### src/common/ctrl_pkg.sv
package ctrl_pkg;

    typedef enum logic [3:0] {
        S_IDLE,
        S_OPCODE_READ,
        S_ADR_READ,
        S_ABS_LB,
        S_ABS_HB,
        S_DATA_LATCH,
        S_ALU_FINAL,
        S_ALU_TMX,
        S_DBUF_OUTPUT,
        S_PC_LOAD,
        S_BRANCH_CHECK
    } seq_state_e;

    typedef enum logic [4:0] {
        ALU_NOP = 5'd0,
        ALU_AND = 5'd1,
        ALU_OR  = 5'd2,
        ALU_XOR = 5'd3,
        ALU_ADD = 5'd4,
        ALU_FLG = 5'd5,  // Pass operand through to set Z and N
        ALU_TMX = 5'd6   // Move ALU result onto the bus
    } alu_op_e;

    typedef enum logic [2:0] {
        PC_IDLE        = 3'd0,
        PC_INC_ONE     = 3'd1,
        PC_LOAD        = 3'd2,
        PC_TAKE_BRANCH = 3'd3
    } pc_op_e;

    typedef enum logic [1:0] {
        LATCH_IDLE  = 2'b00,
        LATCH_LOAD  = 2'b01,
        LATCH_STORE = 2'b10
    } latch_op_e;

    // Bit 2 enable, bit 1 drives the bus, bit 0 selects bus 2
    typedef enum logic [2:0] {
        REG_IDLE       = 3'b000,
        REG_LOAD_BUS1  = 3'b100,
        REG_LOAD_BUS2  = 3'b101,
        REG_STORE_BUS1 = 3'b110,
        REG_STORE_BUS2 = 3'b111
    } reg_op_e;

    typedef enum logic [1:0] {
        ADDR_PC     = 2'd0,
        ADDR_MEMORY = 2'd1,
        ADDR_ALU    = 2'd2
    } addr_sel_e;

endpackage

### src/common/isa_pkg.sv
package isa_pkg;

    localparam int DATA_WIDTH   = 8;
    localparam int ADDR_WIDTH   = 16;
    localparam int STATUS_WIDTH = 7;

    localparam int FLAG_C = 0;  // Carry
    localparam int FLAG_Z = 1;  // Zero
    localparam int FLAG_V = 5;  // Overflow
    localparam int FLAG_N = 6;  // Negative

    // Standard 6502 byte values
    typedef enum logic [DATA_WIDTH-1:0] {
        OP_NOP     = 8'hEA,
        OP_SEC     = 8'h38,
        OP_CLC     = 8'h18,
        OP_CLV     = 8'hB8,
        OP_TAX     = 8'hAA,
        OP_TAY     = 8'hA8,
        OP_TXA     = 8'h8A,
        OP_TYA     = 8'h98,
        OP_LDA_IMM = 8'hA9, OP_LDA_ZPG = 8'hA5, OP_LDA_ABS = 8'hAD,
        OP_LDX_IMM = 8'hA2, OP_LDX_ZPG = 8'hA6, OP_LDX_ABS = 8'hAE,
        OP_LDY_IMM = 8'hA0, OP_LDY_ZPG = 8'hA4, OP_LDY_ABS = 8'hAC,
        OP_AND_IMM = 8'h29, OP_AND_ZPG = 8'h25, OP_AND_ABS = 8'h2D,
        OP_ORA_IMM = 8'h09, OP_ORA_ZPG = 8'h05, OP_ORA_ABS = 8'h0D,
        OP_EOR_IMM = 8'h49, OP_EOR_ZPG = 8'h45, OP_EOR_ABS = 8'h4D,
        OP_ADC_IMM = 8'h69, OP_ADC_ZPG = 8'h65, OP_ADC_ABS = 8'h6D,
        OP_STA_ZPG = 8'h85, OP_STA_ABS = 8'h8D,
        OP_STX_ZPG = 8'h86, OP_STX_ABS = 8'h8E,
        OP_STY_ZPG = 8'h84, OP_STY_ABS = 8'h8C,
        OP_JMP_ABS = 8'h4C,
        OP_BCS     = 8'hB0,
        OP_BCC     = 8'h90,
        OP_BEQ     = 8'hF0,
        OP_BNE     = 8'hD0
    } opcode_e;

    typedef enum logic [2:0] {
        MODE_IMPLIED,
        MODE_IMMEDIATE,
        MODE_ZERO_PAGE,
        MODE_ABSOLUTE,
        MODE_RELATIVE
    } addr_mode_e;

    typedef enum logic [2:0] {
        GRP_NOP,
        GRP_FLAG,
        GRP_TRANSFER,
        GRP_LOAD,
        GRP_ALU,
        GRP_STORE,
        GRP_JUMP,
        GRP_BRANCH
    } instr_group_e;

    typedef enum logic [1:0] {
        REG_NONE,
        REG_A,
        REG_X,
        REG_Y
    } reg_sel_e;

endpackage

### src/common/decode_if.sv
`timescale 1ns/1ns

interface decode_if;

    logic [isa_pkg::DATA_WIDTH-1:0]   opcode;
    logic [isa_pkg::ADDR_WIDTH-1:0]   operand_addr;
    isa_pkg::addr_mode_e              mode;
    isa_pkg::instr_group_e            group;
    isa_pkg::reg_sel_e                reg_sel;
    ctrl_pkg::alu_op_e                alu_op;
    logic [isa_pkg::STATUS_WIDTH-1:0] flag_mask;

    modport capture (output opcode, output operand_addr);

    modport classify (input opcode, output mode, output group, output reg_sel,
                      output alu_op, output flag_mask);

    modport seq (input opcode, input operand_addr, input mode, input group,
                 input reg_sel, input alu_op, input flag_mask);

endinterface

### src/decode/decode_sequencer.sv
`timescale 1ns/1ns

module decode_sequencer (
    input  logic                             clk,
    input  logic                             rst_n,
    input  logic                             clk_enable,
    input  logic [isa_pkg::STATUS_WIDTH-1:0] status_flags,
    decode_if.seq                            dec,
    output logic                             load_opcode,
    output logic                             load_adl,
    output logic                             load_adh,
    output logic [isa_pkg::STATUS_WIDTH-1:0] flag_write_mask,
    output logic [isa_pkg::STATUS_WIDTH-1:0] flag_value,
    output logic [isa_pkg::ADDR_WIDTH-1:0]   memory_address,
    output ctrl_pkg::addr_sel_e              address_select,
    output logic                             status_rw,
    output logic                             rw,
    output ctrl_pkg::latch_op_e              data_buffer_enable,
    output ctrl_pkg::latch_op_e              input_latch_enable,
    output ctrl_pkg::pc_op_e                 pc_enable,
    output ctrl_pkg::alu_op_e                alu_enable,
    output ctrl_pkg::reg_op_e                accumulator_enable,
    output ctrl_pkg::reg_op_e                index_x_enable,
    output ctrl_pkg::reg_op_e                index_y_enable
);

    ctrl_pkg::seq_state_e state;
    ctrl_pkg::seq_state_e next_state;
    ctrl_pkg::reg_op_e    sel_op;  // Enable for the register named by reg_sel
    isa_pkg::opcode_e     op;
    logic                 to_index;
    logic                 branch_taken;

    assign op       = isa_pkg::opcode_e'(dec.opcode);
    assign to_index = (op == isa_pkg::OP_TAX) || (op == isa_pkg::OP_TAY);

    always_comb begin
        case (op)
            isa_pkg::OP_BCS: branch_taken = status_flags[isa_pkg::FLAG_C];
            isa_pkg::OP_BCC: branch_taken = !status_flags[isa_pkg::FLAG_C];
            isa_pkg::OP_BEQ: branch_taken = status_flags[isa_pkg::FLAG_Z];
            isa_pkg::OP_BNE: branch_taken = !status_flags[isa_pkg::FLAG_Z];
            default:         branch_taken = 1'b0;
        endcase
    end

    always_ff @(posedge clk or negedge rst_n) begin
        if (!rst_n) begin
            state <= ctrl_pkg::S_IDLE;
        end else if (clk_enable) begin
            state <= next_state;
        end
    end

    // Capture happens on the edge into the named state
    assign load_opcode = (next_state == ctrl_pkg::S_OPCODE_READ);
    assign load_adl    = (next_state == ctrl_pkg::S_ADR_READ) || (next_state == ctrl_pkg::S_ABS_LB);
    assign load_adh    = (next_state == ctrl_pkg::S_ABS_HB) || (next_state == ctrl_pkg::S_PC_LOAD);

    always_comb begin
        next_state         = state;
        flag_write_mask    = '0;
        flag_value         = '0;
        memory_address     = '0;
        address_select     = ctrl_pkg::ADDR_PC;
        status_rw          = 1'b1;
        rw                 = 1'b1;
        data_buffer_enable = ctrl_pkg::LATCH_IDLE;
        input_latch_enable = ctrl_pkg::LATCH_IDLE;
        pc_enable          = ctrl_pkg::PC_IDLE;
        alu_enable         = ctrl_pkg::ALU_NOP;
        accumulator_enable = ctrl_pkg::REG_IDLE;
        index_x_enable     = ctrl_pkg::REG_IDLE;
        index_y_enable     = ctrl_pkg::REG_IDLE;
        sel_op             = ctrl_pkg::REG_IDLE;
        case (state)
            ctrl_pkg::S_IDLE: next_state = ctrl_pkg::S_OPCODE_READ;
            ctrl_pkg::S_OPCODE_READ: begin
                pc_enable = ctrl_pkg::PC_INC_ONE;
                case (dec.mode)
                    isa_pkg::MODE_IMMEDIATE, isa_pkg::MODE_RELATIVE:
                        next_state = ctrl_pkg::S_DATA_LATCH;
                    isa_pkg::MODE_ZERO_PAGE: next_state = ctrl_pkg::S_ADR_READ;
                    isa_pkg::MODE_ABSOLUTE:  next_state = ctrl_pkg::S_ABS_LB;
                    default:                 next_state = ctrl_pkg::S_IDLE;
                endcase
                if (dec.group == isa_pkg::GRP_FLAG) begin
                    flag_write_mask             = dec.flag_mask;
                    flag_value[isa_pkg::FLAG_C] = (op == isa_pkg::OP_SEC);
                end else if (dec.group == isa_pkg::GRP_TRANSFER) begin
                    sel_op = to_index ? ctrl_pkg::REG_LOAD_BUS1 : ctrl_pkg::REG_STORE_BUS1;
                    accumulator_enable = to_index ? ctrl_pkg::REG_STORE_BUS1
                                                  : ctrl_pkg::REG_LOAD_BUS1;
                end
            end
            ctrl_pkg::S_ADR_READ, ctrl_pkg::S_ABS_HB: begin
                pc_enable      = ctrl_pkg::PC_INC_ONE;
                address_select = ctrl_pkg::ADDR_MEMORY;
                memory_address = dec.operand_addr;
                next_state     = ctrl_pkg::S_DATA_LATCH;
            end
            ctrl_pkg::S_ABS_LB: begin
                pc_enable  = ctrl_pkg::PC_INC_ONE;
                next_state = (dec.group == isa_pkg::GRP_JUMP) ? ctrl_pkg::S_PC_LOAD
                                                             : ctrl_pkg::S_ABS_HB;
            end
            ctrl_pkg::S_DATA_LATCH: begin
                input_latch_enable = ctrl_pkg::LATCH_LOAD;
                if (dec.mode == isa_pkg::MODE_IMMEDIATE) begin
                    pc_enable = ctrl_pkg::PC_INC_ONE;  // Step past the operand byte
                end
                next_state = (dec.mode == isa_pkg::MODE_RELATIVE) ? ctrl_pkg::S_BRANCH_CHECK
                                                                 : ctrl_pkg::S_ALU_FINAL;
            end
            ctrl_pkg::S_ALU_FINAL: begin
                status_rw       = 1'b0;
                flag_write_mask = dec.flag_mask;
                alu_enable      = dec.alu_op;
                if (dec.group == isa_pkg::GRP_LOAD || dec.group == isa_pkg::GRP_ALU) begin
                    input_latch_enable = ctrl_pkg::LATCH_STORE;
                end
                if (dec.group == isa_pkg::GRP_ALU) begin
                    accumulator_enable = ctrl_pkg::REG_STORE_BUS2;
                end
                next_state = ctrl_pkg::S_ALU_TMX;
            end
            ctrl_pkg::S_ALU_TMX: begin
                next_state = ctrl_pkg::S_IDLE;
                if (dec.group == isa_pkg::GRP_STORE) begin
                    sel_op             = ctrl_pkg::REG_STORE_BUS2;
                    data_buffer_enable = ctrl_pkg::LATCH_LOAD;
                    next_state         = ctrl_pkg::S_DBUF_OUTPUT;
                end else if (dec.group == isa_pkg::GRP_LOAD || dec.group == isa_pkg::GRP_ALU) begin
                    sel_op     = ctrl_pkg::REG_LOAD_BUS2;
                    alu_enable = ctrl_pkg::ALU_TMX;
                end
            end
            ctrl_pkg::S_DBUF_OUTPUT: begin
                data_buffer_enable = ctrl_pkg::LATCH_STORE;
                address_select     = ctrl_pkg::ADDR_MEMORY;
                memory_address     = dec.operand_addr;
                rw                 = 1'b0;
                next_state         = ctrl_pkg::S_IDLE;
            end
            ctrl_pkg::S_PC_LOAD: begin
                pc_enable      = ctrl_pkg::PC_LOAD;
                memory_address = dec.operand_addr;
                next_state     = ctrl_pkg::S_IDLE;
            end
            ctrl_pkg::S_BRANCH_CHECK: begin
                if (branch_taken) begin
                    input_latch_enable = ctrl_pkg::LATCH_STORE;  // Offset onto the bus
                    pc_enable          = ctrl_pkg::PC_TAKE_BRANCH;
                end
                next_state = ctrl_pkg::S_IDLE;
            end
            default: next_state = ctrl_pkg::S_IDLE;
        endcase
        if (sel_op != ctrl_pkg::REG_IDLE) begin
            case (dec.reg_sel)
                isa_pkg::REG_A: accumulator_enable = sel_op;
                isa_pkg::REG_X: index_x_enable     = sel_op;
                isa_pkg::REG_Y: index_y_enable     = sel_op;
                default: ;
            endcase
        end
    end

    write_only_for_store: assert property (@(posedge clk) disable iff (!rst_n)
        !rw |-> state == ctrl_pkg::S_DBUF_OUTPUT && address_select == ctrl_pkg::ADDR_MEMORY
                && dec.group == isa_pkg::GRP_STORE);

    pc_load_only_for_jump: assert property (@(posedge clk) disable iff (!rst_n)
        pc_enable == ctrl_pkg::PC_LOAD |-> state == ctrl_pkg::S_PC_LOAD
                                           && dec.group == isa_pkg::GRP_JUMP);

endmodule

### src/decode/opcode_classifier.sv
`timescale 1ns/1ns

module opcode_classifier (
    decode_if.classify dec
);

    always_comb begin
        dec.group     = isa_pkg::GRP_NOP;
        dec.alu_op    = ctrl_pkg::ALU_NOP;
        dec.flag_mask = '0;
        case (isa_pkg::opcode_e'(dec.opcode))
            isa_pkg::OP_SEC, isa_pkg::OP_CLC: begin
                dec.group                      = isa_pkg::GRP_FLAG;
                dec.flag_mask[isa_pkg::FLAG_C] = 1'b1;
            end
            isa_pkg::OP_CLV: begin
                dec.group                      = isa_pkg::GRP_FLAG;
                dec.flag_mask[isa_pkg::FLAG_V] = 1'b1;
            end
            isa_pkg::OP_TAX, isa_pkg::OP_TAY, isa_pkg::OP_TXA, isa_pkg::OP_TYA:
                dec.group = isa_pkg::GRP_TRANSFER;
            isa_pkg::OP_LDA_IMM, isa_pkg::OP_LDA_ZPG, isa_pkg::OP_LDA_ABS,
            isa_pkg::OP_LDX_IMM, isa_pkg::OP_LDX_ZPG, isa_pkg::OP_LDX_ABS,
            isa_pkg::OP_LDY_IMM, isa_pkg::OP_LDY_ZPG, isa_pkg::OP_LDY_ABS:
                dec.group = isa_pkg::GRP_LOAD;
            isa_pkg::OP_AND_IMM, isa_pkg::OP_AND_ZPG, isa_pkg::OP_AND_ABS: begin
                dec.group  = isa_pkg::GRP_ALU;
                dec.alu_op = ctrl_pkg::ALU_AND;
            end
            isa_pkg::OP_ORA_IMM, isa_pkg::OP_ORA_ZPG, isa_pkg::OP_ORA_ABS: begin
                dec.group  = isa_pkg::GRP_ALU;
                dec.alu_op = ctrl_pkg::ALU_OR;
            end
            isa_pkg::OP_EOR_IMM, isa_pkg::OP_EOR_ZPG, isa_pkg::OP_EOR_ABS: begin
                dec.group  = isa_pkg::GRP_ALU;
                dec.alu_op = ctrl_pkg::ALU_XOR;
            end
            isa_pkg::OP_ADC_IMM, isa_pkg::OP_ADC_ZPG, isa_pkg::OP_ADC_ABS: begin
                dec.group  = isa_pkg::GRP_ALU;
                dec.alu_op = ctrl_pkg::ALU_ADD;
            end
            isa_pkg::OP_STA_ZPG, isa_pkg::OP_STA_ABS,
            isa_pkg::OP_STX_ZPG, isa_pkg::OP_STX_ABS,
            isa_pkg::OP_STY_ZPG, isa_pkg::OP_STY_ABS:
                dec.group = isa_pkg::GRP_STORE;
            isa_pkg::OP_JMP_ABS:
                dec.group = isa_pkg::GRP_JUMP;
            isa_pkg::OP_BCS, isa_pkg::OP_BCC, isa_pkg::OP_BEQ, isa_pkg::OP_BNE:
                dec.group = isa_pkg::GRP_BRANCH;
            default: ;
        endcase
        if (dec.group == isa_pkg::GRP_LOAD) begin
            dec.alu_op = ctrl_pkg::ALU_FLG;
        end
        if (dec.group == isa_pkg::GRP_LOAD || dec.group == isa_pkg::GRP_ALU) begin
            dec.flag_mask[isa_pkg::FLAG_Z] = 1'b1;
            dec.flag_mask[isa_pkg::FLAG_N] = 1'b1;
        end
    end

    // Operand form sits in bits 4:2 for every kept memory instruction
    always_comb begin
        case (dec.group)
            isa_pkg::GRP_NOP, isa_pkg::GRP_FLAG, isa_pkg::GRP_TRANSFER:
                dec.mode = isa_pkg::MODE_IMPLIED;
            isa_pkg::GRP_BRANCH:
                dec.mode = isa_pkg::MODE_RELATIVE;
            default: begin
                case (dec.opcode[4:2])
                    3'b001:  dec.mode = isa_pkg::MODE_ZERO_PAGE;
                    3'b011:  dec.mode = isa_pkg::MODE_ABSOLUTE;
                    default: dec.mode = isa_pkg::MODE_IMMEDIATE;
                endcase
            end
        endcase
    end

    always_comb begin
        dec.reg_sel = isa_pkg::REG_NONE;
        if (dec.group inside {isa_pkg::GRP_TRANSFER, isa_pkg::GRP_LOAD,
                              isa_pkg::GRP_ALU, isa_pkg::GRP_STORE}) begin
            case (dec.opcode[1:0])
                2'b01:   dec.reg_sel = isa_pkg::REG_A;
                2'b10:   dec.reg_sel = isa_pkg::REG_X;
                default: dec.reg_sel = isa_pkg::REG_Y;  // Transfers use the index register
            endcase
        end
    end

endmodule

### src/decode/operand_capture.sv
`timescale 1ns/1ns

module operand_capture (
    input  logic                           clk,
    input  logic                           rst_n,
    input  logic                           clk_enable,
    input  logic [isa_pkg::DATA_WIDTH-1:0] instruction,
    input  logic                           load_opcode,
    input  logic                           load_adl,
    input  logic                           load_adh,
    decode_if.capture                      cap
);

    localparam int HIGH_BITS = isa_pkg::ADDR_WIDTH - isa_pkg::DATA_WIDTH;

    always_ff @(posedge clk or negedge rst_n) begin
        if (!rst_n) begin
            cap.opcode <= isa_pkg::OP_NOP;
        end else if (clk_enable && load_opcode) begin
            cap.opcode <= instruction;
        end
    end

    always_ff @(posedge clk) begin
        if (clk_enable) begin
            if (load_adl) begin
                cap.operand_addr <= {{HIGH_BITS{1'b0}}, instruction};  // Zero page until ADH
            end else if (load_adh) begin
                cap.operand_addr[isa_pkg::ADDR_WIDTH-1 -: isa_pkg::DATA_WIDTH] <= instruction;
            end
        end
    end

    one_address_byte: assert property (@(posedge clk) disable iff (!rst_n)
        !(load_adl && load_adh));

endmodule

### src/logic/instruction_decode.sv
`timescale 1ns/1ns

module instruction_decode (
    input  logic                             clk,
    input  logic                             rst_n,
    input  logic                             clk_enable,
    input  logic [isa_pkg::DATA_WIDTH-1:0]   instruction,
    input  logic [isa_pkg::STATUS_WIDTH-1:0] status_flags,
    output logic [isa_pkg::STATUS_WIDTH-1:0] flag_write_mask,
    output logic [isa_pkg::STATUS_WIDTH-1:0] flag_value,
    output logic [isa_pkg::ADDR_WIDTH-1:0]   memory_address,
    output ctrl_pkg::addr_sel_e              address_select,
    output logic                             status_rw,
    output logic                             rw,  // 1 read, 0 write
    output ctrl_pkg::latch_op_e              data_buffer_enable,
    output ctrl_pkg::latch_op_e              input_latch_enable,
    output ctrl_pkg::pc_op_e                 pc_enable,
    output ctrl_pkg::alu_op_e                alu_enable,
    output ctrl_pkg::reg_op_e                accumulator_enable,
    output ctrl_pkg::reg_op_e                index_x_enable,
    output ctrl_pkg::reg_op_e                index_y_enable
);

    logic load_opcode;
    logic load_adl;
    logic load_adh;

    decode_if dec ();

    opcode_classifier u_classifier (
        .dec (dec.classify)
    );

    operand_capture u_capture (
        .clk         (clk),
        .rst_n       (rst_n),
        .clk_enable  (clk_enable),
        .instruction (instruction),
        .load_opcode (load_opcode),
        .load_adl    (load_adl),
        .load_adh    (load_adh),
        .cap         (dec.capture)
    );

    decode_sequencer u_sequencer (
        .dec (dec.seq),
        .*
    );

endmodule

### config.mk
export PLATFORM = sky130hd
export DESIGN_NAME = instruction_decode
export DESIGN_NICKNAME = d
export VERILOG_FILES = /design/src/common/ctrl_pkg.sv /design/src/common/isa_pkg.sv /design/src/common/decode_if.sv /design/src/decode/decode_sequencer.sv /design/src/decode/opcode_classifier.sv /design/src/decode/operand_capture.sv /design/src/logic/instruction_decode.sv
export SDC_FILE = /design/constraint.sdc
export NUM_CORES = 1
export LEC_CHECK = 0
export ABC_AREA = 1
export BUFFER_PORTS_ARGS = -buffer_cell sky130_fd_sc_hd__buf_2
export CORE_MARGIN = 3
export CORE_UTILIZATION = 30
export DETAILED_ROUTE_END_ITERATION = 6
export GPL_ROUTABILITY_DRIVEN = 0
export PLACE_DENSITY = 0.52
export SYNTH_ARGS = -nofsm -noshare
export SYNTH_HDL_FRONTEND = slang
export SYNTH_HIERARCHICAL = 1
export SYNTH_SLANG_ARGS = --single-unit
### constraint.sdc
create_clock -name clk -period 4.85 [get_ports clk]
set_clock_uncertainty 0.15 [all_clocks]
set_input_delay 0.97 -clock clk [delete_from_list [all_inputs] [get_ports clk]]
set_output_delay 0.97 -clock clk [all_outputs]
set_load 0.05 [all_outputs]
# After elaboration in Yosys (flattened, before gate mapping)
# Index checks and enable logic that the tools add are counted.
[word_totals]
register_bits = 28
output_inout_bits = 55
wordCells = 160
[classes]
n_eq_ne = 72
n_mux = 53
reduce_logical = 31
[op_table]
columns = ["operator", "n"]
rows = [
  ["$eq 8x8->1 const B", 24],
  ["$eq 8x7->1 const B", 7],
  ["$mux 3", 15],
  ["$eq 8x6->1 const B", 4],
  ["$pmux 4 s7", 1],
  ["$pmux 3 s4", 2],
  ["$pmux 3 s7", 1],
  ["$reduce_or 3->1", 7],
  ["$eq 4x3->1 const B", 5],
  ["$pmux 3 s2", 3],
  ["$eq 4x2->1 const B", 4],
  ["$eq 4x4->1 const B", 4],
  ["$eq 8x4->1 const B", 2],
  ["$mux 16", 1],
  ["$reduce_or 4->1", 4],
  ["$eq 3x2->1 const B", 5],
  ["$eq 3x3->1 const B", 5],
  ["$pmux 7 s2", 1],
  ["$mux 2", 6],
  ["$mux 4", 3],
  ["$pmux 2 s2", 3],
  ["$reduce_or 12->1", 1],
  ["$mux 1", 10],
  ["$pmux 5 s2", 1],
  ["24 further kinds", 37],
]

# Logic depth before layout (Yosys ltp)
# Gate-level depths: netlist of the first run.
[depth]
ltp_word = 14
ltp_mapped = 18
ltp_nobuf = 17

# Hierarchy
# Netlist of the first run, hierarchy kept.
[by_module_without_submodules]
columns = ["module", "n_inst", "cells_each", "area_each_um2", "seq_area_each_um2"]
rows = [
  ["decode_sequencer", 1, 205, 1056.0, 100.1],
  ["operand_capture", 1, 72, 897.1, 686.9],
  ["opcode_classifier", 1, 91, 511.7, 0.0],
]

# Least setup slack after synthesis of the first run
# Ideal clock, no wire load.
[synth_timing]
path_kind = "flip-flop to output port"
start = "reg u_capture.cap.opcode[3]"
end = "out flag_write_mask[0] in the netlist's numbering"
arrival_time_ps = 2606
required_ps = 3730
setup_slack_ps = 1124
stages_incl_launch_ff = 11
path_buffers = 0
cell_sequence = "dfstp_2 -> inv_2 -> nand2_2 -> nor2_4 -> nor2_2 -> inv_1 -> nor2_1 -> nand2_2 -> inv_1 -> nand4_2 -> a21boi_0"
[synth_between]
elab_chain_cells = 6
word_cells_on_any_way = 51
[synth_lines]
columns = ["item", "line_no", "text"]
rows = [
  ["start: declaration", "decode_if.sv:13", "modport capture (output opcode, output operand_addr);"],
  ["start signal: assignment", "operand_capture.sv:18", "cap.opcode <= isa_pkg::OP_NOP;"],
  ["start signal: assignment", "operand_capture.sv:20", "cap.opcode <= instruction;"],
  ["$eq 8x6->1 (tied with other cells)", "opcode_classifier.sv:11", "case (isa_pkg::opcode_e'(dec.opcode))"],
  ["$reduce_or 12->1 (no source line) (tied with other cells)", "--", ""],
  ["$pmux 3 s7 *", "opcode_classifier.sv:11", ""],
  ["net dec.group[2]", "decode_if.sv:8", "isa_pkg::instr_group_e group;"],
  ["$eq 3x1->1 *", "decode_sequencer.sv:87", "if (dec.group == isa_pkg::GRP_FLAG) begin"],
  ["$mux 7 *", "decode_sequencer.sv:87", ""],
  ["$pmux 7 s2 *", "decode_sequencer.sv:76", "case (state)"],
  ["end: declaration", "instruction_decode.sv:9", "output logic [isa_pkg::STATUS_WIDTH-1:0] flag_write_mask,"],
]
# Mark *: on every way through the listed nets, which the timed path passes. The rest lies on a longest branch.

# Worst setup path in the final report of the first run
[layout_timing]
start = "reg u_capture.cap.opcode[4]"
end = "out accumulator_enable[1]"
[layout_between]
elab_chain_cells = 10
word_cells_on_any_way = 70
[layout_lines]
columns = ["item", "line_no", "text"]
rows = [
  ["$eq 8x6->1 (tied with other cells)", "opcode_classifier.sv:11", ""],
  ["$reduce_or 12->1 (no source line) (tied with other cells)", "--", ""],
  ["$pmux 3 s7 *", "opcode_classifier.sv:11", ""],
  ["net dec.group[0]", "decode_if.sv:8", ""],
  ["$eq 3x2->1 or $eq 3x3->1 (tied branches)", "decode_sequencer.sv:133, opcode_classifier.sv:80, decode_sequencer.sv:122", ""],
  ["$logic_or 1x1->1", "decode_sequencer.sv:133", "end else if (dec.group == isa_pkg::GRP_LOAD || dec.group == isa_pkg::GRP_ALU) begin"],
  ["$mux 3", "decode_sequencer.sv:133", ""],
  ["$mux 3", "decode_sequencer.sv:129", "if (dec.group == isa_pkg::GRP_STORE) begin"],
  ["$pmux 3 s2", "decode_sequencer.sv:76", ""],
  ["$reduce_bool 3->1", "decode_sequencer.sv:159", "if (sel_op != ctrl_pkg::REG_IDLE) begin"],
  ["$mux 3 *", "decode_sequencer.sv:159", ""],
  ["end: declaration", "instruction_decode.sv:19", "output ctrl_pkg::reg_op_e accumulator_enable,"],
]
# Marks and branches as above.

==> flow_metrics.env, run 1 <==
export IMPL_die_width_um=96.6
export IMPL_yosys_warnings=6
export IMPL_hold_ws_ps=393
export IMPL_htreeDepth=1
export IMPL_grt_setup_unrepaired="false"
export IMPL_grt_overflow_total=0
export IMPL_grtUsageMet2_pct=20.9
export IMPL_grt_pass1_wl_mm=9.94
export IMPL_power_mw=1.49
export IMPL_cts_resized=0
export IMPL_finalCritPeriodShare_pct=76.6
export IMPL_drtIter0Drc=95
export IMPL_start_kind="flop"
export IMPL_met1_usage_pct=16.3
export IMPL_violations="max-slew violations"
export IMPL_syn_avg_cell_area_sq_um=6.70
export IMPL_cts_path_max_buffers=2
export IMPL_portBuffers=54
export IMPL_cts_sinks=28
export IMPL_synthesis_area_sq_mm=0.00246
export IMPL_synth_area_leaders="edfxtp_1 19%, nand2_1 15%, nor2_1 9.1%"
export IMPL_diodes=0
export IMPL_met3_usage_pct=2.74
export IMPL_drv_cap=0
export IMPL_critical_path_class="flop to primary output"
export IMPL_wl_mm=5.84
export IMPL_die_area_sq_mm=0.00934
export IMPL_place_ws_ps=1450
export IMPL_synth_top_cell_area_share_pct=19.5
export IMPL_clk_pin_slew_ps=90
export IMPL_cts_tree="yes"
export IMPL_peakVddDrop_mv=0.254
export IMPL_p_leak_nw=1.52
export IMPL_firstDrtPassIters=4
export IMPL_top_usage_layer="met2"
export IMPL_nFillCells=891
export IMPL_arrival_ps=2600
export IMPL_yosysMostFrequentCell="nand2_1"
export IMPL_finish_utilization_pct=35.5
export IMPL_end_kind="primary output"
export IMPL_postCtsSetupBuffers=0
export IMPL_wl_per_cell_um=11.3
export IMPL_drt_drc_violations_left=0
export IMPL_yosys_most_used_dff="edfxtp_1"
export IMPL_crit_required_ps=3730
export IMPL_final_cells=518
export IMPL_ys_seq_area_share_pct=31.9
export IMPL_synth_edf_count=16
export IMPL_setup_violations=0
export IMPL_grt_max_degree=18
export IMPL_tightest_slew_ps=1560
export IMPL_status="complete, but fails checks"
export IMPL_hold_class="flop to flop"
export IMPL_antenna_found_initial=0
export IMPL_max_freq_ghz=0.269
export IMPL_track_usage_pct=12.4
export IMPL_netlist_instances=368
export IMPL_synth_distinct_cells=33
export IMPL_placed_area_sq_mm=0.00274
export IMPL_syn_to_final_growth_pct=13.1
export IMPL_final_nets=435
export IMPL_hold_violations=0
export IMPL_hpwl_mm=4.76
export IMPL_pin_count=73
export IMPL_detail_route_antenna_nets=0
export IMPL_vias_per_cell=4.51
export IMPL_rows=32
export IMPL_dp_cells=514
export IMPL_synth_common_cells="97 x nand2_1, 60 x nor2_1, 43 x inv_1"
export IMPL_vias=2337
export IMPL_layout_drive_gt1_share_pct=30.0
export IMPL_fin_area_sq_mm=0.00279
export IMPL_worstPathMaxFanout=8
export IMPL_tns_ps=0
export IMPL_setup_slack_ps=1130
export IMPL_core_sq_mm=0.00785
export IMPL_hold_buffers=0
export IMPL_start_util_pct=31.4
export IMPL_period_needed_ps=3720
export IMPL_synth_top_area_cell="edfxtp_1"
export IMPL_grt_pass1_vias=2154
export IMPL_slew_viol_final=3
export IMPL_cts_buffers=3
export IMPL_insertion_delay_ps=270
export IMPL_root_buffer="clkbuf_8"
export IMPL_synthArstFlopShare_pct=42.9
export IMPL_ys_seq_elements=28
export IMPL_p_per_area_mw_per_mm2=533
export IMPL_die_h_um=96.6
export IMPL_max_slew_margin_pct=-4.70
==> flip-flops by register name, summed over array words and instances, names as in the netlist <==
register and flops:
u_capture/cap.opcode 8, u_capture/cap.operand_addr 16, u_sequencer/state 4
==> routing by layer <==
layer | routed length [um] | up-vias
met1 | 2730 | 1068
met2 | 2760 | 49
met4 | 79 | 0
met3 | 275 | 8
met5 | 0 | -
li1 | - | 1212
==> final timing paths <==
check | start | to | slack [ps] | depth (start not counted)
setup / recovery | u_capture/cap.opcode[4]$_DFFE_PN0P_ | accumulator_enable[1] | 1130 | 16
hold reg to reg | u_capture/cap.opcode[5]$_DFFE_PN1P_ | u_capture/cap.opcode[5]$_DFFE_PN1P_ | 390 | 2
max in group asynchronous | rst_n | u_capture/cap.opcode[6]$_DFFE_PN1P_ | 3860 | 1
hold / removal | u_capture/cap.opcode[5]$_DFFE_PN1P_ | u_capture/cap.opcode[5]$_DFFE_PN1P_ | 390 | 2
min in group asynchronous | rst_n | u_sequencer/state[2]$_DFFE_PN0P_ | 410 | 1
setup reg to reg | u_capture/cap.opcode[3]$_DFFE_PN1P_ | u_capture/cap.operand_addr[13]$_SDFFCE_PP0P_ | 1770 | 16
==> kinds of logic (layout without fill, tap and decap cells) <==
kind of cell	after synthesis	in the layout	share of synthesized area, %
buf+inv	82	119	15.8
compound gates	24	24	7.16
other cells	2	13	0.305
simple gates	232	232	44.8
flops	28	28	31.9
==> power by group <==
group / total [mW] / leakage, nW / internal (mW) / switching [mW]
Combinational: 0.928 / 1.22 / 0.232 / 0.696
Sequential: 0.432 / 0.285 / 0.317 / 0.115
Clock: 0.126 / 0.0231 / 0.0568 / 0.0695
==> cell type report <==
class | instances | area, sq um | area share, %
Inverter | 61 | 229 | 8.21
Tap cell | 102 | 128 | 4.58
Clock inverter | 1 | 3.75 | 0.135
Sequential cell | 28 | 787 | 28.2
Clock buffer | 3 | 41.3 | 1.48
Multi-Input combinational cell | 269 | 1330 | 47.7
Timing Repair Buffer | 54 | 270 | 9.69
==> cells in the final DEF (no fill, tap or decap), drive strengths merged <==
master,n
nand2,115
nor2,76
inv,61
buf,54
nand3,28
edfxtp,16
conb,13
dfrtp,7
a21boi,7
nor3,6
o21ai,6
dfstp,5
nand4,4
clkbuf,3
a21oi,3
nor4,2
o2111ai,2
o22ai,2
a31oi,2
clkinv,1
or2,1
a22oi,1
o211ai,1
==> critical path, stage by stage, from the launching register on <==
cell	delay (ps)
dfrtp_1	490
inv_1	180
nand2_1	120
nor2_1	130
nand2_1	70
nor2_2	200
inv_2	110
nand3_2	140
inv_1	80
nand3_1	90
nand2_1	70
nand2_1	120
nand3_1	100
nand2_1	70
nand2_1	40
nand2_1	50
buf_2	250
(Power assumes the default switching activity.)
==> inputs of run 2 (changes only) <==
--- a/config.mk
+++ b/config.mk
@@ -5,13 +5,13 @@
 export SDC_FILE = /design/constraint.sdc
 export NUM_CORES = 1
 export LEC_CHECK = 0
-export ABC_AREA = 1
+export ABC_AREA = 0
 export BUFFER_PORTS_ARGS = -buffer_cell sky130_fd_sc_hd__buf_2
 export CORE_MARGIN = 3
 export CORE_UTILIZATION = 30
 export DETAILED_ROUTE_END_ITERATION = 6
 export GPL_ROUTABILITY_DRIVEN = 0
-export PLACE_DENSITY = 0.52
+export PLACE_DENSITY = 0.54
 export SYNTH_ARGS = -nofsm -noshare
 export SYNTH_HDL_FRONTEND = slang
 export SYNTH_HIERARCHICAL = 1
==> constraint.sdc (replaced) <==
create_clock -name clk -period 3.18 [get_ports clk]
set_clock_uncertainty 0.15 [all_clocks]
set_input_delay 0.636 -clock clk [delete_from_list [all_inputs] [get_ports clk]]
set_output_delay 0.636 -clock clk [all_outputs]
set_load 0.05 [all_outputs]
==> run 2 against run 1 <==
  * The run ends with negative setup slack left
  * Largest power group unchanged
  * Wire length is 15% higher
  * Critical path type unchanged
  * Die area shrank 3.3%
  * Sequential cell count is the same
  * Via count up 0.39%
  * Worst hold slack got worse by 310 ps
  * Highest routed layer unchanged
  * Utilization is 15 points higher
==> flow_metrics.env, run 2 <==
export IMPL_detail_route_antenna_nets=0
export IMPL_layout_drive_gt1_share_pct=51.8
export IMPL_violations="negative setup slack"
export IMPL_cts_tree="yes"
export IMPL_firstDrtPassIters=4
export IMPL_yosysMostFrequentCell="nor2b_1"
export IMPL_finish_utilization_pct=50.2
export IMPL_grt_pass1_wl_mm=11.0
export IMPL_grt_setup_unrepaired="true"
export IMPL_cts_sinks=28
export IMPL_largest_reg_flops=16
export IMPL_hold_class="input pin to async pin"
export IMPL_pin_count=73
export IMPL_hpwl_mm=4.78
export IMPL_power_mw=3.23
export IMPL_critical_path_slowest_cell="dfstp_2"
export IMPL_crit_required_ps=2390
export IMPL_synthArstFlopShare_pct=42.9
export IMPL_peakVddDrop_mv=0.347
export IMPL_synthesis_area_sq_mm=0.00238
export IMPL_p_per_area_mw_per_mm2=860
export IMPL_start_util_pct=31.8
export IMPL_drt_drc_violations_left=0
export IMPL_wl_per_cell_um=13.7
export IMPL_hold_buffers=0
export IMPL_end_kind="primary output"
export IMPL_rows=31
export IMPL_yosys_warnings=6
export IMPL_synth_top_cell_area_share_pct=20.2
export IMPL_dp_cells=465
export IMPL_clk_pin_slew_ps=90
export IMPL_die_width_um=95.0
export IMPL_mostFrequentLayoutCells="62 x buf_4, 35 x buf_2, 34 x nor2b_1, 22 x buf_6, 17 x nor2_1"
export IMPL_synth_edf_count=16
export IMPL_path_common_cell="buf_4"
export IMPL_grt_pass1_vias=2263
export IMPL_die_area_sq_mm=0.00903
export IMPL_path_buf_inv=3
export IMPL_arrival_ps=2830
export IMPL_p_leak_nw=1.57
export IMPL_yosys_most_used_dff="edfxtp_1"
export IMPL_seqPwrFrac_pct=17.9
export IMPL_setup_violations=19
export IMPL_portBuffers=54
export IMPL_insertion_delay_ps=260
export IMPL_slew_viol_final=0
export IMPL_vias=2346
export IMPL_cts_path_max_buffers=2
export IMPL_status="complete, but fails checks"
export IMPL_synth_common_cells="42 x nor2b_1, 25 x nor2_1, 16 x a21oi_1, 16 x edfxtp_1, 16 x nand2_1"
export IMPL_final_cells=487
export IMPL_mostFrequentLayoutCell="buf_4"
export IMPL_swShare_pct=46.8
export IMPL_final_nets=407
export IMPL_finalCritPeriodShare_pct=114
export IMPL_syn_to_final_growth_pct=58.0
export IMPL_drtIter0Drc=138
export IMPL_grt_overflow_total=0
export IMPL_max_slew_margin_pct=37.3
export IMPL_ys_seq_area_share_pct=33.1
export IMPL_diodes=0
export IMPL_synth_top_area_cell="edfxtp_1"
export IMPL_tightest_slew_ps=938
export IMPL_p_switching_mw=1.51
export IMPL_vias_per_cell=4.82
export IMPL_largestRegisters="u_capture/cap.operand_addr: 16 flops, u_capture/cap.opcode: 8 flops, u_sequencer/state: 4 flops"
export IMPL_syn_avg_cell_area_sq_um=8.52
export IMPL_crit_family="simple AND/OR/NAND/NOR gates"
export IMPL_registers_top_by_ff_count="u_capture/cap.operand_addr"
export IMPL_grt_max_degree=20
export IMPL_root_buffer="clkbuf_8"
export IMPL_wl_mm=6.69
export IMPL_max_freq_ghz=0.276
export IMPL_cp_cell_sequence="nand3b_1, or4b_1, a21o_1, nand3_4, buf_4, nor2b_4, buf_4, and3_4, a31oi_4, o2bb2ai_4, buf_8"
export IMPL_slowest_delay_ps=600
export IMPL_setup_slack_ps=-437
export IMPL_tns_ps=-4570
export IMPL_netlist_instances=279
export IMPL_place_ws_ps=-231
export IMPL_period_needed_ps=3620
export IMPL_start_kind="flop"
export IMPL_track_usage_pct=14.9
export IMPL_antenna_found_initial=0
export IMPL_die_h_um=95.0
export IMPL_synth_area_leaders="edfxtp_1 20%, nor2b_1 11%, dfrtp_1 7.4%"
export IMPL_worstPathMaxFanout=7
export IMPL_p_int_mw=1.72
export IMPL_drv_cap=0
export IMPL_critical_path_class="flop to primary output"
export IMPL_htreeDepth=1
export IMPL_synth_distinct_cells=62
export IMPL_power_frac_clock_pct=8.3
export IMPL_ys_seq_elements=28
export IMPL_nFillCells=710
export IMPL_hold_violations=0
export IMPL_pwr_share_comb_pct=73.8
export IMPL_cts_buffers=3
export IMPL_core_sq_mm=0.00749
## run 2: changes by cell type in the layout (fill, tap and decap cells not counted), sizes merged, moves of 24 or more
cell and change:
nand3 -24, nor2b +42, inv -55, nor2 -51, nand2 -98, buf +72
## run 2: layer usage
layer / routed length [um] / global-route usage [%] / up-vias
li1: - / - / 1171
met1: 3100 / 20.4 / 1104
met2: 3220 / 25.7 / 69
met3: 353 / 1.74 / 2
met4: 19 / 2.16 / 0
met5: 0 / 0 / -
## run 2: what timing repair did
action | in CTS | in global routing
pin swaps | 17 | 6
endpoints found under the setup margin | 19 | 19
setup buffers | 13 | 5
resized for setup | 85 | 4
endpoints found under the hold margin | 0 | 0
## run 2: cells by family (layout without fill, tap and decap cells)
family                    count (synthesis)  in the layout  share of synthesized area, %
xor gates and xnor gates                  5              5                          1.84
other                                     2             13                         0.316
AOI/OAI and AO/OA                        51             51                          13.6
and+or+nand+nor                         143            143                          36.4
muxes                                    12             12                          5.58
buffers and inverters                    38            136                          9.16
DFF                                      28             28                          33.1
## run 2: worst paths after layout
kind                       depth (start not counted)  slack [ps]                                 from                                           end
max                                               11        -440  u_capture/cap.opcode[3]$_DFFE_PN1P_                         accumulator_enable[1]
min                                                1          80                                rst_n           u_capture/cap.opcode[2]$_DFFE_PN0P_
max reg2reg                                        8         180  u_capture/cap.opcode[3]$_DFFE_PN1P_  u_capture/cap.operand_addr[14]$_SDFFCE_PP0P_
min reg2reg                                        1         450  u_capture/cap.opcode[2]$_DFFE_PN0P_           u_capture/cap.opcode[2]$_DFFE_PN0P_
max in group asynchronous                          1        2520                                rst_n           u_capture/cap.opcode[5]$_DFFE_PN1P_
min in group clk                                   1         420                       instruction[2]       u_capture/cap.operand_addr[2]$_DFFE_PP_
## run 2: cell type report
| type | count | area (sq um) | share of cell area, % |
|---|---|---|---|
| sequential | 28 | 787 | 21.0 |
| clock inverter | 1 | 30.0 | 0.799 |
| tap | 99 | 124 | 3.30 |
| clock buffer | 3 | 41.3 | 1.10 |
| inverter | 6 | 22.5 | 0.600 |
| multi-input combinational | 224 | 1750 | 46.7 |
| timing repair buffer | 126 | 998 | 26.6 |
## run 2: power groups by stage
stage | Sequential [mW] | Clock (mW) | Combinational (mW)
floorplan | 0.548 | 0 | 1.37
global placement | 0.592 | 0 | 1.90
detailed placement | 0.593 | 0 | 1.92
CTS | 0.573 | 0.276 | 2.33
global route | 0.592 | 0.283 | 2.56
finish | 0.577 | 0.268 | 2.38
## run 2: metrics by stage
| stage | hold WS, ps | cell area (sq um) |
|---|---|---|
| 2_1_floorplan | 190 | 2600 |
| 3_3_place_gp | 373 | 3190 |
| 3_5_place_dp | 379 | 3190 |
| 4_1_cts | 82.7 | 3700 |
| 5_1_grt | 101 | 3760 |
| 6_report | 82.1 | 3760 |
==> inputs of run 3 (changes only) <==
--- a/config.mk
+++ b/config.mk
@@ -7,11 +7,14 @@
 export LEC_CHECK = 0
 export ABC_AREA = 0
 export BUFFER_PORTS_ARGS = -buffer_cell sky130_fd_sc_hd__buf_2
+export CELL_PAD_IN_SITES_DETAIL_PLACEMENT = 1
+export CELL_PAD_IN_SITES_GLOBAL_PLACEMENT = 1
 export CORE_MARGIN = 3
 export CORE_UTILIZATION = 30
 export DETAILED_ROUTE_END_ITERATION = 6
 export GPL_ROUTABILITY_DRIVEN = 0
-export PLACE_DENSITY = 0.54
+export PLACE_DENSITY = 0.7
+export RECOVER_POWER = 100
 export SYNTH_ARGS = -nofsm -noshare
 export SYNTH_HDL_FRONTEND = slang
 export SYNTH_HIERARCHICAL = 1
==> run 3 against run 2 <==
  * The flow still finishes with violations (negative setup slack)
  * Maximum frequency decreased by 0.62%
  * Worst hold slack improved by 120 ps
  * Total power decreased by 2.4%
  * Die area unchanged
  * Via count increased by 0.94%
==> flow_metrics.env, run 3 (synthesis gave the netlist of run 2 again) <==
export IMPL_setup_slack_ps=-460
export IMPL_layout_drive_gt1_share_pct=47.4
export IMPL_drtIter0Drc=73
export IMPL_finalCritPeriodShare_pct=114
export IMPL_largest_reg_flops=16
export IMPL_insertion_delay_ps=270
export IMPL_drt_drc_violations_left=0
export IMPL_violations="negative setup slack"
export IMPL_grt_pass1_wl_mm=12.5
export IMPL_period_needed_ps=3640
export IMPL_cts_sinks=28
export IMPL_end_kind="primary output"
export IMPL_start_kind="flop"
export IMPL_slew_viol_final=0
export IMPL_final_cells=483
export IMPL_track_usage_pct=17.3
export IMPL_start_util_pct=31.8
export IMPL_wl_mm=7.61
export IMPL_fin_area_sq_mm=0.00366
export IMPL_power_mw=3.15
export IMPL_worstPathMaxFanout=7
export IMPL_syn_to_final_growth_pct=53.8
export IMPL_die_h_um=95.0
export IMPL_peakVddDrop_mv=0.266
export IMPL_r2r_start="u_capture/cap.opcode[3]$_DFFE_PN1P_"
export IMPL_p_leak_nw=1.49
export IMPL_r2r_end="u_capture/cap.operand_addr[15]$_SDFFCE_PP0P_"
export IMPL_portBuffers=54
export IMPL_detail_route_antenna_nets=0
export IMPL_firstDrtPassIters=4
export IMPL_status="complete, but fails checks"
export IMPL_pin_count=73
export IMPL_arrival_ps=2850
export IMPL_regToRegSetupSlack_ps=70
export IMPL_die_area_sq_mm=0.00903
export IMPL_dp_cells=469
export IMPL_drv_cap=0
export IMPL_hold_class="input pin to async pin"
export IMPL_crit_required_ps=2390
export IMPL_grt_setup_unrepaired="true"
export IMPL_hold_violations=0
export IMPL_hpwl_mm=5.63
export IMPL_tns_ps=-6110
export IMPL_diodes=0
export IMPL_root_buffer="clkbuf_8"
export IMPL_clk_pin_slew_ps=90
export IMPL_cts_tree="yes"
export IMPL_antenna_found_initial=0
export IMPL_p_per_area_mw_per_mm2=862
export IMPL_registers_top_by_ff_count="u_capture/cap.operand_addr"
export IMPL_critical_path_class="flop to primary output"
export IMPL_setup_violations=19
export IMPL_die_width_um=95.0
export IMPL_mostFrequentLayoutCells="64 x buf_4, 34 x nor2b_1, 19 x clkbuf_2, 17 x nor2_1, 16 x edfxtp_1"
export IMPL_grt_overflow_total=0
export IMPL_finish_utilization_pct=48.9
export IMPL_max_freq_ghz=0.275
export IMPL_core_sq_mm=0.00749
export IMPL_vias=2368
export IMPL_hold_buffers=0
export IMPL_vias_per_cell=4.90
export IMPL_rows=31
export IMPL_cts_buffers=3
export IMPL_largestRegisters="u_capture/cap.operand_addr: 16 flops, u_capture/cap.opcode: 8 flops, u_sequencer/state: 4 flops"
export IMPL_grt_pass1_vias=2523
export IMPL_ff2ff_path_depth=7
export IMPL_placed_area_sq_mm=0.00322
export IMPL_mostFrequentLayoutCell="buf_4"
export IMPL_htreeDepth=1
export IMPL_wl_per_cell_um=15.8
export IMPL_tightest_slew_ps=927
export IMPL_cts_path_max_buffers=2
export IMPL_final_nets=403
export IMPL_grt_max_degree=20
export IMPL_max_slew_margin_pct=38.1
## run 3: cell count changes in the layout (fill, tap and decap cells not counted), sizes merged
| cell | change |
|---|---|
| buf | -38 |
| clkbuf | +34 |
## run 3: area by class of cell
| cell class | instances | area [sq um] |
|---|---|---|
| fillers | 879 | 3830 |
| multi-input cells | 224 | 1740 |
| repair buffers | 122 | 915 |
| flip-flops and latches | 28 | 787 |
| well taps | 99 | 124 |
| clock buffers | 3 | 41.3 |
| clock inverters | 1 | 30.0 |
| inverters | 6 | 22.5 |
## run 3: layer usage
| metal | part of all wire (%) | global-route usage [%] | wire length (um) |
|---|---|---|---|
| met5 | 0 | 0 | 0 |
| met4 | 0.84 | 3.49 | 64 |
| met3 | 3.8 | 2.21 | 287 |
| met2 | 54 | 32.1 | 4090 |
| met1 | 42 | 21.4 | 3170 |
## run 3: power breakdown
group	internal, mW	switching (mW)	total, mW
clock network	0.168	0.104	0.273
registers	0.484	0.121	0.605
logic	0.976	1.30	2.27
## run 3: critical path, cell delays in order, from the launching register on
cell and delay [ps]:
dfstp_2 610, nand3b_1 90, or4b_1 510, a21o_1 270, nand3_4 120, nor2b_4 160, a32oi_1 70, a2111oi_2 280
buf_4 190, o2bb2ai_4 110, buf_8 160
## run 3: how the worst max path moves through the flow
stage / startpoint / end / slack [ps] / depth (start not counted)
after floorplan: u_capture/cap.opcode[6]$_DFFE_PN1P_ / pc_enable[0] / -220 / 9
after global placement: u_capture/cap.opcode[0]$_DFFE_PN0P_ / accumulator_enable[1] / -280 / 10
after detailed placement: u_capture/cap.opcode[3]$_DFFE_PN1P_ / accumulator_enable[1] / -310 / 10
after CTS: u_capture/cap.opcode[3]$_DFFE_PN1P_ / flag_value[0] / -410 / 10
after global routing: u_capture/cap.opcode[3]$_DFFE_PN1P_ / accumulator_enable[1] / -600 / 12
final: u_capture/cap.opcode[3]$_DFFE_PN1P_ / accumulator_enable[1] / -460 / 10
## run 3: timing repair
action	4_1_cts	5_1_grt
pin swaps	12	4
gates cloned	0	0
buffers inserted	7	3
endpoints found under the setup margin	19	20
gates resized for setup	72	9
## run 3: metrics by stage
| step | hold slack, ps | worst slack (ps) |
|---|---|---|
| 2_1_floorplan | 190 | -218 |
| 3_3_place_gp | 372 | -277 |
| 3_5_place_dp | 379 | -310 |
| 4_1_cts | 79.2 | -410 |
| 5_1_grt | 255 | -604 |
| 6_report | 207 | -460 |
